<file path="config.mk">
export PLATFORM = sky130hd
export DESIGN_NAME = pipelineCpu
export DESIGN_NICKNAME = d
export VERILOG_FILES = /design/src/verilog/isaPkg.sv /design/src/verilog/pipePkg.sv /design/src/verilog/instructionDecoder.sv /design/src/verilog/registerFile.sv /design/src/verilog/operandForward.sv /design/src/verilog/fetchUnit.sv /design/src/verilog/pipelineCpu.sv
export SDC_FILE = /design/constraint.sdc
export NUM_CORES = 2
export LEC_CHECK = 0
export ABC_CLOCK_PERIOD_IN_PS = 26900
export BUFFER_PORTS_ARGS = -buffer_cell sky130_fd_sc_hd__buf_4
export CAP_MARGIN = 20
export CELL_PAD_IN_SITES_DETAIL_PLACEMENT = 0
export CELL_PAD_IN_SITES_GLOBAL_PLACEMENT = 1
export CORE_MARGIN = 2
export CORE_UTILIZATION = 55
export CTS_BUF_LIST = sky130_fd_sc_hd__clkbuf_8
export CTS_CLUSTER_SIZE = 10
export DETAILED_ROUTE_END_ITERATION = 10
export HOLD_SLACK_MARGIN = 0.03
export PLACE_DENSITY_LB_ADDON = 0.1
export SYNTH_ARGS = -nofsm -noshare
export SYNTH_HDL_FRONTEND = slang
export SYNTH_HIERARCHICAL = 1
export SYNTH_SLANG_ARGS = --single-unit
</file>
<file path="constraint.sdc">
create_clock -name clk -period 26.9 [get_ports clk]
set_input_delay 5.38 -clock clk [delete_from_list [all_inputs] [get_ports clk]]
set_output_delay 5.38 -clock clk [all_outputs]
set_load 0.01 [all_outputs]
</file>
<file path="src/verilog/isaPkg.sv">
`default_nettype none

package isaPkg;

    localparam int wordWidth = 32;
    localparam int regAddrWidth = 5;

    // Primary opcodes
    localparam logic [5:0] opRtype = 6'h00;
    localparam logic [5:0] opJ = 6'h02;
    localparam logic [5:0] opBeq = 6'h04;
    localparam logic [5:0] opBne = 6'h05;
    localparam logic [5:0] opAddiu = 6'h09;
    localparam logic [5:0] opOri = 6'h0d;
    localparam logic [5:0] opLui = 6'h0f;
    localparam logic [5:0] opLw = 6'h23;
    localparam logic [5:0] opSw = 6'h2b;

    // R-type function field
    localparam logic [5:0] fnAddu = 6'h21;
    localparam logic [5:0] fnSubu = 6'h23;
    localparam logic [5:0] fnAnd = 6'h24;
    localparam logic [5:0] fnOr = 6'h25;
    localparam logic [5:0] fnSlt = 6'h2a;

    typedef struct packed {
        logic [5:0] opcode;
        logic [regAddrWidth-1:0] rs;
        logic [regAddrWidth-1:0] rt;
        logic [regAddrWidth-1:0] rd;
        logic [4:0] shamt;
        logic [5:0] funct;
    } regFormat;

    // Jump index is {rs, rt, imm16} of this view
    typedef struct packed {
        logic [5:0] opcode;
        logic [regAddrWidth-1:0] rs;
        logic [regAddrWidth-1:0] rt;
        logic [15:0] imm16;
    } immFormat;

    typedef union packed {
        regFormat r;
        immFormat i;
    } instrWord;

endpackage

`default_nettype wire

</file>
<file path="src/verilog/pipePkg.sv">
`default_nettype none

package pipePkg;

    // ALU operations
    localparam logic [2:0] aluAdd = 3'd0;
    localparam logic [2:0] aluSub = 3'd1;
    localparam logic [2:0] aluAnd = 3'd2;
    localparam logic [2:0] aluOr = 3'd3;
    localparam logic [2:0] aluSlt = 3'd4;
    localparam logic [2:0] aluLui = 3'd5;

    // Where the register write value comes from
    localparam logic [1:0] wbNone = 2'd0;
    localparam logic [1:0] wbAlu = 2'd1;
    localparam logic [1:0] wbLink = 2'd2;
    localparam logic [1:0] wbMem = 2'd3;

    localparam logic [isaPkg::wordWidth-1:0] resetVector = 32'hBFC00000;
    localparam logic [isaPkg::wordWidth-1:0] instrStep = 32'd4;

    localparam logic [2:0] dataSizeWord = 3'd2;
    localparam logic [3:0] wordByteEnable = 4'b1111;

endpackage

`default_nettype wire

</file>
<file path="src/verilog/instructionDecoder.sv">
`timescale 1ns/1ps
`default_nettype none

module instructionDecoder (
    input isaPkg::instrWord instr,
    output logic [isaPkg::regAddrWidth-1:0] srcA,
    output logic [isaPkg::regAddrWidth-1:0] srcB,
    output logic useA,
    output logic useB,
    output logic [isaPkg::regAddrWidth-1:0] dest,
    output logic [2:0] aluOp,
    output logic useImm,
    output logic signExt,
    output logic isLoad,
    output logic isStore,
    output logic isBranch,
    output logic branchOnEqual,
    output logic isJump,
    output logic [isaPkg::wordWidth-1:0] imm,
    output logic [1:0] wbSource
);

    assign srcA = instr.r.rs;
    assign srcB = instr.r.rt;
    assign imm = signExt ? {{16{instr.i.imm16[15]}}, instr.i.imm16} : {16'b0, instr.i.imm16};

    always_comb begin
        useA = 1'b0;
        useB = 1'b0;
        dest = '0;
        aluOp = pipePkg::aluAdd;
        useImm = 1'b0;
        signExt = 1'b1;
        isLoad = 1'b0;
        isStore = 1'b0;
        isBranch = 1'b0;
        branchOnEqual = 1'b0;
        isJump = 1'b0;
        wbSource = pipePkg::wbNone;
        case (instr.r.opcode)
            isaPkg::opRtype: begin
                useA = 1'b1;
                useB = 1'b1;
                dest = instr.r.rd;
                wbSource = pipePkg::wbAlu;
                case (instr.r.funct)
                    isaPkg::fnAddu: aluOp = pipePkg::aluAdd;
                    isaPkg::fnSubu: aluOp = pipePkg::aluSub;
                    isaPkg::fnAnd: aluOp = pipePkg::aluAnd;
                    isaPkg::fnOr: aluOp = pipePkg::aluOr;
                    isaPkg::fnSlt: aluOp = pipePkg::aluSlt;
                    default: begin
                        // Unknown function, behaves as a no-op
                        useA = 1'b0;
                        useB = 1'b0;
                        dest = '0;
                        wbSource = pipePkg::wbNone;
                    end
                endcase
            end
            isaPkg::opAddiu: begin
                useA = 1'b1;
                useImm = 1'b1;
                dest = instr.i.rt;
                wbSource = pipePkg::wbAlu;
            end
            isaPkg::opOri: begin
                useA = 1'b1;
                useImm = 1'b1;
                signExt = 1'b0;
                aluOp = pipePkg::aluOr;
                dest = instr.i.rt;
                wbSource = pipePkg::wbAlu;
            end
            isaPkg::opLui: begin
                useImm = 1'b1;
                signExt = 1'b0;
                aluOp = pipePkg::aluLui;
                dest = instr.i.rt;
                wbSource = pipePkg::wbAlu;
            end
            isaPkg::opLw: begin
                useA = 1'b1;
                useImm = 1'b1;
                isLoad = 1'b1;
                dest = instr.i.rt;
                wbSource = pipePkg::wbMem;
            end
            isaPkg::opSw: begin
                useA = 1'b1;
                useB = 1'b1;
                useImm = 1'b1;
                isStore = 1'b1;
            end
            isaPkg::opBeq: begin
                useA = 1'b1;
                useB = 1'b1;
                isBranch = 1'b1;
                branchOnEqual = 1'b1;
            end
            isaPkg::opBne: begin
                useA = 1'b1;
                useB = 1'b1;
                isBranch = 1'b1;
            end
            isaPkg::opJ: isJump = 1'b1;
            default: ;
        endcase
    end

endmodule

`default_nettype wire

</file>
<file path="src/verilog/registerFile.sv">
`timescale 1ns/1ps
`default_nettype none

module registerFile (
    input logic clk,
    input logic reset,
    input logic [isaPkg::regAddrWidth-1:0] readAddrA,
    input logic [isaPkg::regAddrWidth-1:0] readAddrB,
    output logic [isaPkg::wordWidth-1:0] readDataA,
    output logic [isaPkg::wordWidth-1:0] readDataB,
    input logic [isaPkg::regAddrWidth-1:0] writeAddr,
    input logic [isaPkg::wordWidth-1:0] writeData
);

    logic [isaPkg::wordWidth-1:0] regs [1:31];

    // Register zero reads as zero
    assign readDataA = (readAddrA == '0) ? '0 : regs[readAddrA];
    assign readDataB = (readAddrB == '0) ? '0 : regs[readAddrB];

    always_ff @(posedge clk) begin
        if (reset) begin
            for (int i = 1; i < 32; i++) begin
                regs[i] <= '0;
            end
        end else if (writeAddr != '0) begin
            regs[writeAddr] <= writeData;
        end
    end

endmodule

`default_nettype wire

</file>
<file path="src/verilog/operandForward.sv">
`timescale 1ns/1ps
`default_nettype none

module operandForward (
    input logic [isaPkg::regAddrWidth-1:0] request,
    input logic used,
    input logic [isaPkg::wordWidth-1:0] regValue,
    input logic [isaPkg::regAddrWidth-1:0] exDest,
    input logic [isaPkg::wordWidth-1:0] exValue,
    input logic exAvail,
    input logic [isaPkg::regAddrWidth-1:0] memDest,
    input logic [isaPkg::wordWidth-1:0] memValue,
    input logic memAvail,
    input logic [isaPkg::regAddrWidth-1:0] wbDest,
    input logic [isaPkg::wordWidth-1:0] wbValue,
    output logic [isaPkg::wordWidth-1:0] value,
    output logic waiting
);

    // Youngest matching stage wins
    always_comb begin
        value = regValue;
        waiting = 1'b0;
        if (request != '0) begin
            if (request == exDest) begin
                value = exValue;
                waiting = used && !exAvail;
            end else if (request == memDest) begin
                value = memValue;
                waiting = used && !memAvail;
            end else if (request == wbDest) begin
                value = wbValue;
            end
        end
    end

endmodule

`default_nettype wire

</file>
<file path="src/verilog/fetchUnit.sv">
`timescale 1ns/1ps
`default_nettype none

module fetchUnit (
    input logic clk,
    input logic reset,
    input logic hold,
    input logic redirect,
    input logic [isaPkg::wordWidth-1:0] target,
    output logic [isaPkg::wordWidth-1:0] instAddr,
    output logic instRead,
    input logic [isaPkg::wordWidth-1:0] instData,
    input logic instValid,
    output logic [isaPkg::wordWidth-1:0] fetchedInstr,
    output logic [isaPkg::wordWidth-1:0] fetchedPc,
    output logic fetchedValid
);

    logic running;
    logic bufValid;
    logic redirectPending;
    logic [isaPkg::wordWidth-1:0] pc;
    logic [isaPkg::wordWidth-1:0] bufInstr;
    logic [isaPkg::wordWidth-1:0] pendingTarget;
    logic arrived;
    logic accept;

    // pc stays on the word until decode takes it
    assign instRead = running && !bufValid;
    assign instAddr = pc;
    assign arrived = instRead && instValid;
    assign fetchedValid = bufValid || arrived;
    assign fetchedInstr = bufValid ? bufInstr : instData;
    assign fetchedPc = pc;
    assign accept = fetchedValid && !hold;

    always_ff @(posedge clk) begin
        if (reset) begin
            running <= 1'b0;
            pc <= pipePkg::resetVector;
            bufValid <= 1'b0;
            redirectPending <= 1'b0;
        end else begin
            running <= 1'b1;
            if (accept) begin
                bufValid <= 1'b0;
                redirectPending <= 1'b0;
                if (redirect) begin
                    pc <= target;
                end else if (redirectPending) begin
                    pc <= pendingTarget;
                end else begin
                    pc <= pc + pipePkg::instrStep;
                end
            end else begin
                if (arrived) begin
                    bufValid <= 1'b1;
                end
                // Delay slot still on its way, jump after it
                if (redirect) begin
                    redirectPending <= 1'b1;
                end
            end
        end
    end

    always_ff @(posedge clk) begin
        if (arrived && !accept) begin
            bufInstr <= instData;
        end
        if (redirect) begin
            pendingTarget <= target;
        end
    end

endmodule

`default_nettype wire

</file>
<file path="src/verilog/pipelineCpu.sv">
`timescale 1ns/1ps
`default_nettype none

module pipelineCpu (
    input logic clk,
    input logic reset,

    output logic [isaPkg::wordWidth-1:0] instAddr,
    output logic instRead,
    input logic [isaPkg::wordWidth-1:0] instData,
    input logic instValid,

    output logic [isaPkg::wordWidth-1:0] dataAddr,
    output logic dataRead,
    output logic dataWrite,
    output logic [isaPkg::wordWidth-1:0] dataWdata,
    output logic [2:0] dataSize,
    input logic [isaPkg::wordWidth-1:0] dataRdata,
    input logic dataValid,

    output logic [isaPkg::wordWidth-1:0] debugWbPc,
    output logic [3:0] debugWbRfWen,
    output logic [isaPkg::regAddrWidth-1:0] debugWbRfWnum,
    output logic [isaPkg::wordWidth-1:0] debugWbRfWdata
);

    localparam int W = isaPkg::wordWidth;
    localparam int R = isaPkg::regAddrWidth;

    logic memWaiting;
    logic decWaiting;
    logic holdFront;

    // Fetch
    logic redirect;
    logic [W-1:0] redirectTarget;
    logic [W-1:0] fetchedInstr;
    logic [W-1:0] fetchedPc;
    logic fetchedValid;

    // Decode
    logic decValid;
    isaPkg::instrWord decInstr;
    logic [W-1:0] decPc;
    logic [R-1:0] decSrcA;
    logic [R-1:0] decSrcB;
    logic decUseA;
    logic decUseB;
    logic [R-1:0] decDest;
    logic [2:0] decAluOp;
    logic decUseImm;
    logic decIsLoad;
    logic decIsStore;
    logic decIsBranch;
    logic decBranchOnEqual;
    logic decIsJump;
    logic [W-1:0] decImm;
    logic [1:0] decWbSource;
    logic [W-1:0] rfDataA;
    logic [W-1:0] rfDataB;
    logic [W-1:0] decValueA;
    logic [W-1:0] decValueB;
    logic waitA;
    logic waitB;
    logic decGo;
    logic branchTaken;
    logic [W-1:0] delaySlotPc;

    // Execute
    logic exValid;
    logic [W-1:0] exPc;
    logic [R-1:0] exDest;
    logic [2:0] exAluOp;
    logic exUseImm;
    logic exIsLoad;
    logic exIsStore;
    logic [1:0] exWbSource;
    logic [W-1:0] exA;
    logic [W-1:0] exB;
    logic [W-1:0] exImm;
    logic [W-1:0] aluB;
    logic [W-1:0] exResult;
    logic [R-1:0] exWriteReg;

    // Memory
    logic memValid;
    logic [W-1:0] memPc;
    logic [R-1:0] memDest;
    logic memIsLoad;
    logic memIsStore;
    logic [1:0] memWbSource;
    logic [W-1:0] memResult;
    logic [W-1:0] memStoreData;
    logic [W-1:0] memValue;
    logic memAvail;
    logic [R-1:0] memWriteReg;

    // Writeback
    logic wbValid;
    logic [W-1:0] wbPc;
    logic [R-1:0] wbDest;
    logic [1:0] wbWbSource;
    logic [W-1:0] wbResult;
    logic [W-1:0] wbMemData;
    logic [W-1:0] wbData;
    logic [R-1:0] wbWriteReg;

    // Memory wait outranks the decode operand wait
    assign holdFront = decWaiting || memWaiting;

    fetchUnit fetch (
        .clk(clk),
        .reset(reset),
        .hold(holdFront),
        .redirect(redirect),
        .target(redirectTarget),
        .instAddr(instAddr),
        .instRead(instRead),
        .instData(instData),
        .instValid(instValid),
        .fetchedInstr(fetchedInstr),
        .fetchedPc(fetchedPc),
        .fetchedValid(fetchedValid)
    );

    // Bubble bits for every stage
    always_ff @(posedge clk) begin
        if (reset) begin
            decValid <= 1'b0;
            exValid <= 1'b0;
            memValid <= 1'b0;
            wbValid <= 1'b0;
        end else begin
            if (!holdFront) begin
                decValid <= fetchedValid;
            end
            if (!memWaiting) begin
                exValid <= decGo;
                memValid <= exValid;
            end
            wbValid <= memValid && !memWaiting;
        end
    end

    always_ff @(posedge clk) begin
        if (!holdFront) begin
            decInstr <= fetchedInstr;
            decPc <= fetchedPc;
        end
    end

    instructionDecoder decoder (
        .instr(decInstr),
        .srcA(decSrcA),
        .srcB(decSrcB),
        .useA(decUseA),
        .useB(decUseB),
        .dest(decDest),
        .aluOp(decAluOp),
        .useImm(decUseImm),
        .signExt(),
        .isLoad(decIsLoad),
        .isStore(decIsStore),
        .isBranch(decIsBranch),
        .branchOnEqual(decBranchOnEqual),
        .isJump(decIsJump),
        .imm(decImm),
        .wbSource(decWbSource)
    );

    registerFile regFile (
        .clk(clk),
        .reset(reset),
        .readAddrA(decSrcA),
        .readAddrB(decSrcB),
        .readDataA(rfDataA),
        .readDataB(rfDataB),
        .writeAddr(wbWriteReg),
        .writeData(wbData)
    );

    operandForward forwardA (
        .request(decSrcA),
        .used(decValid && decUseA),
        .regValue(rfDataA),
        .exDest(exWriteReg),
        .exValue(exResult),
        .exAvail(1'b0),
        .memDest(memWriteReg),
        .memValue(memValue),
        .memAvail(memAvail),
        .wbDest(wbWriteReg),
        .wbValue(wbData),
        .value(decValueA),
        .waiting(waitA)
    );

    operandForward forwardB (
        .request(decSrcB),
        .used(decValid && decUseB),
        .regValue(rfDataB),
        .exDest(exWriteReg),
        .exValue(exResult),
        .exAvail(1'b0),
        .memDest(memWriteReg),
        .memValue(memValue),
        .memAvail(memAvail),
        .wbDest(wbWriteReg),
        .wbValue(wbData),
        .value(decValueB),
        .waiting(waitB)
    );

    assign decWaiting = waitA || waitB;
    assign decGo = decValid && !decWaiting;

    // Branch decision in decode, delay slot follows
    assign branchTaken = decIsBranch && ((decValueA == decValueB) == decBranchOnEqual);
    assign delaySlotPc = decPc + pipePkg::instrStep;
    assign redirect = decGo && !memWaiting && (branchTaken || decIsJump);
    assign redirectTarget = decIsJump
        ? {delaySlotPc[W-1:28], decInstr.i.rs, decInstr.i.rt, decInstr.i.imm16, 2'b00}
        : delaySlotPc + {decImm[W-3:0], 2'b00};

    always_ff @(posedge clk) begin
        if (!memWaiting) begin
            exPc <= decPc;
            exDest <= decDest;
            exAluOp <= decAluOp;
            exUseImm <= decUseImm;
            exIsLoad <= decIsLoad;
            exIsStore <= decIsStore;
            exWbSource <= decWbSource;
            exA <= decValueA;
            exB <= decValueB;
            exImm <= decImm;
        end
    end

    assign aluB = exUseImm ? exImm : exB;
    assign exWriteReg = exValid ? exDest : '0;

    always_comb begin
        case (exAluOp)
            pipePkg::aluSub: exResult = exA - aluB;
            pipePkg::aluAnd: exResult = exA & aluB;
            pipePkg::aluOr: exResult = exA | aluB;
            pipePkg::aluSlt: exResult = {{(W - 1){1'b0}}, $signed(exA) < $signed(aluB)};
            pipePkg::aluLui: exResult = {aluB[15:0], 16'b0};
            default: exResult = exA + aluB;
        endcase
    end

    always_ff @(posedge clk) begin
        if (!memWaiting) begin
            memPc <= exPc;
            memDest <= exDest;
            memIsLoad <= exIsLoad;
            memIsStore <= exIsStore;
            memWbSource <= exWbSource;
            memResult <= exResult;
            memStoreData <= exB;
        end
    end

    // Data SRAM request holds until acknowledged
    assign dataRead = memValid && memIsLoad;
    assign dataWrite = memValid && memIsStore;
    assign dataAddr = memResult;
    assign dataWdata = memStoreData;
    assign dataSize = pipePkg::dataSizeWord;
    assign memWaiting = (dataRead || dataWrite) && !dataValid;

    assign memWriteReg = memValid ? memDest : '0;
    assign memAvail = memWbSource != pipePkg::wbMem;
    assign memValue = (memWbSource == pipePkg::wbLink)
        ? memPc + (pipePkg::instrStep << 1)
        : memResult;

    always_ff @(posedge clk) begin
        wbPc <= memPc;
        wbDest <= memDest;
        wbWbSource <= memWbSource;
        wbResult <= memValue;
        wbMemData <= dataRdata;
    end

    assign wbWriteReg = wbValid ? wbDest : '0;
    assign wbData = (wbWbSource == pipePkg::wbMem) ? wbMemData : wbResult;

    assign debugWbPc = wbPc;
    assign debugWbRfWen = (wbWriteReg != '0) ? pipePkg::wordByteEnable : 4'b0000;
    assign debugWbRfWnum = wbWriteReg;
    assign debugWbRfWdata = wbData;

endmodule

`default_nettype wire

</file>
==> metrics.cfg <==
[worst_setup_path]
cp_data_required_time_ps = 27820
arrival_ps = 9700
r2r_cells = 23
r2r_start = decInstr[17]
worstSetupPathType = reg -> reg
r2r_end = fetch/fetchedPc[31]
crit_fanout = 76
critPathLaunchType = flip-flop
regToRegSetupSlack_ps = 18120
worstSetupEndpointType = flip-flop

[power_and_ir_drop]
netSwitchingPower_mw = 2.55
pwrdens_nw_per_um2 = 76.4
total_power_after_layout_mw = 7.05
power.share.sequential_pct = 42.2
share_comb_of_total_power_pct = 28.7
intPower_mw = 4.50
power.static_leakage_nw = 35.3
ir_worst_vdd_mv = 0.0679
p_clk_share_pct = 29.1
power.switching_fraction_pct = 36.2

[cells_and_area]
regMostFlops = regFile/regs
final_design_area_no_fill_sq_um = 92300
largest_register_ffs = 1024
layout.core_utilization_pct = 60.7
n_fill_cell = 11900
num-nets-final = 6821
sequential_cell_area_sq_um = 44800
multi_input_area_sq_um = 36200
drive_above_1_share_pct = 22.1
flow.area_growth_from_synthesis_pct = 9.53

[clocking]
cts-buffers-inserted = 283
clockRootBuffer = clkbuf_8
worstSkewPairLatency_ps = 1030
cts_htree_levels = 5
numClockSinks = 1540
post-cts-setup-buffers = 0
clock_tree_from_tritoncts = done
clk_pin_slew_worst_setup_hold_paths_ps = 70
post_cts_resize_count = 0
clk_path_buf_depth = 4
ctsHoldBuffers = 0

[die]
die_width_microns = 396
fp.coreArea_sq_um = 152000
floorplan.die_area_sq_um = 156000
placementRows = 143
initial_util_pct = 55.4
top_level_ports = 243
die-height_microns = 396

[global_routing]
grt_use_total_pct = 38.7
global_route_wire_length_before_repair_microns = 428000
largest_net_degree_at_the_start_of_global_routing = 128
overflow = 0
first_global_vias = 57700
initial_antenna_violation_count = 20

[detailed_routing]
drt-vias-per-instance = 6.82
drt_iter0_drc = 9038
first_pass_iters = 7
drt.antenna.violating_nets = 0
wl_per_cell_microns = 34.8
remaining_drc_errors = 0
routed_wl_microns = 307000
dr_total_vias = 60200

[sta]
slew_headroom_pct = 9.43
max_slew.worst_pin.slew_ps = 1350
achievable-frequency_ghz = 0.114
final_period_minus_worst_setup_slack_ps = 8780
rsz_0062_raised_after_global_routing = no
slew_viol_final = 0
skew_ps = 62.2
fin_setup_tns_ps = 0
finalHoldWorstSlack_ps = 364
number_of_setup_violations_in_the_final_report = 0
finalHoldViolations = 0
post-route-period-util_pct = 32.6

[synthesis]
post_synth_xor_area_fraction_pct = 1.66
netlist-cell-type-count = 112
yosysWarnings = 6
cell_types_occupying_the_most_area_after_synthesis = edfxtp_1, mux4_2, and2_1
count_of_flip_flops_with_a_built_in_enable_after_synthesis = 1398
muxShareOfSynthArea_pct = 16.9
yosys_register_bits = 1540
post-synth-top-count-cell = edfxtp_1
adder_cell_fraction_of_synth_area_pct = 2.12
largest_area_contributor_in_the_synthesized_netlist = edfxtp_1
synth_flop_cell = edfxtp_1
post_synth_inst_count = 6486
synth_simple_gate_area_share_pct = 13.2
synth.yosys.seq_area_share_pct = 53.2
synth_common_cells = edfxtp_1, and2_1, mux4_2
postSynth.asyncResetShare_pct = 0
post_synth.cell_area_avg_sq_um = 13.0
area_fraction_in_compound_gates_after_synthesis_pct = 8.70
combinational_family_with_the_most_area_after_synthesis = multiplexers
synth.top_cell.area_share_pct = 49.8
syn-cell-area_sq_um = 84300

[min_path]
holdPathStages = 0
timing.hold.worst_endpoint = wbDest[2]
worstHoldStart = memDest[2]
min_path_type = reg -> reg

[run]
drv.max_cap_violation_count = 0

[placement]
routabilityCongestion = 0.984
port_buffers = 239
post_dp_cell_area_sq_um = 87300
dp_hpwl_microns = 193000

[outcome]
run_status = completed

==> how the worst max path moves through the flow <==
stage / start / to / slack, ps / cells after the start
CTS: wbWbSource[0] / debugWbRfWdata[15] / 18200 / 4
detailed placement: decInstr[17] / fetch/fetchedPc[31] / 18380 / 23
global placement: decInstr[17] / fetch/fetchedPc[25] / 18380 / 21
global route: decInstr[17] / fetch/fetchedPc[31] / 17760 / 22
floorplan: dataValid / fetch/fetchedPc[5] / 13640 / 11
finish: decInstr[17] / fetch/fetchedPc[31] / 18120 / 23
==> per-layer routing <==
metal / vias up / global-route usage (%) / routed length, microns
met1: 30300 / 53.6 / 119000
met3: 764 / 12.3 / 41000
li1: 24700 / - / -
met4: 10 / 18.8 / 17300
met2: 4446 / 55.1 / 130000
met5: - / 0 / 104
==> cell usage in the layout, fill, tap and decap left out, types with 73 or more instances in the layout <==
cell	n
nor3_1	95
o21ai_0	233
inv_1	225
ha_1	138
nor2_1	132
mux2i_1	294
dfxtp_1	142
and2_1	1036
xor2_1	93
o22ai_1	73
a21oi_1	168
edfxtp_1	1398
nand2_1	298
a22oi_1	83
mux4_2	400
mux2_2	124
clkbuf_8	296
buf_4	404
==> power groups by stage <==
| stage | Clock [mW] | Sequential (mW) | Combinational, mW |
|---|---|---|---|
| final | 2.05 | 2.98 | 2.03 |
| after global placement | 0 | 3.01 | 1.91 |
| after floorplan | 0 | 2.94 | 1.10 |
| after detailed placement | 0 | 3.01 | 1.93 |
| after global routing | 2.16 | 2.98 | 2.08 |
| after CTS | 2.06 | 2.96 | 1.93 |
==> worst max-delay path, stage by stage, from the launching register on <==
cell and delay [ps]:
edfxtp_1 320, buf_4 680, buf_4 710, buf_4 830
mux4_2 590, and2_1 170, o32ai_1 870, nor3_1 130
buf_4 230, mux2_4 260, a221o_1 320, xor2_1 180
nor4_1 340, nand4_1 140, nor2_1 450, xnor2_1 180
a21oi_1 110, nor2_4 100, buf_4 660, nor2b_1 150
buf_4 290, a221oi_1 410, nand4_1 140, and3_1 220
==> layout make-up <==
class                           count  area share (%)
Inverter                          146           0.602
Antenna cell                       10          0.0271
Sequential cell                  1540            48.5
Tap cell                         2030            2.75
Clock inverter                    173           0.942
Clock buffer                      296            4.41
Multi-Input combinational cell   4221            39.2
Timing Repair Buffer              420            3.49
==> stage by stage <==
stage	setup WS [ps]	std cells
floorplan	13640	6520
global placement	18380	8340
detailed placement	18380	8348
CTS	18200	8817
global route	17760	8827
finish	18120	8836
==> cells by family after synthesis <==
logic type                 Yosys count
AOI/OAI and AO/OA                 1045
muxes                              878
buffers and inverters              759
other                                3
xor gates and xnor gates           160
DFF                               1540
and+or+nand+nor                   1960
adders and majority gates          141
Power figures use the tool's default switching activity.
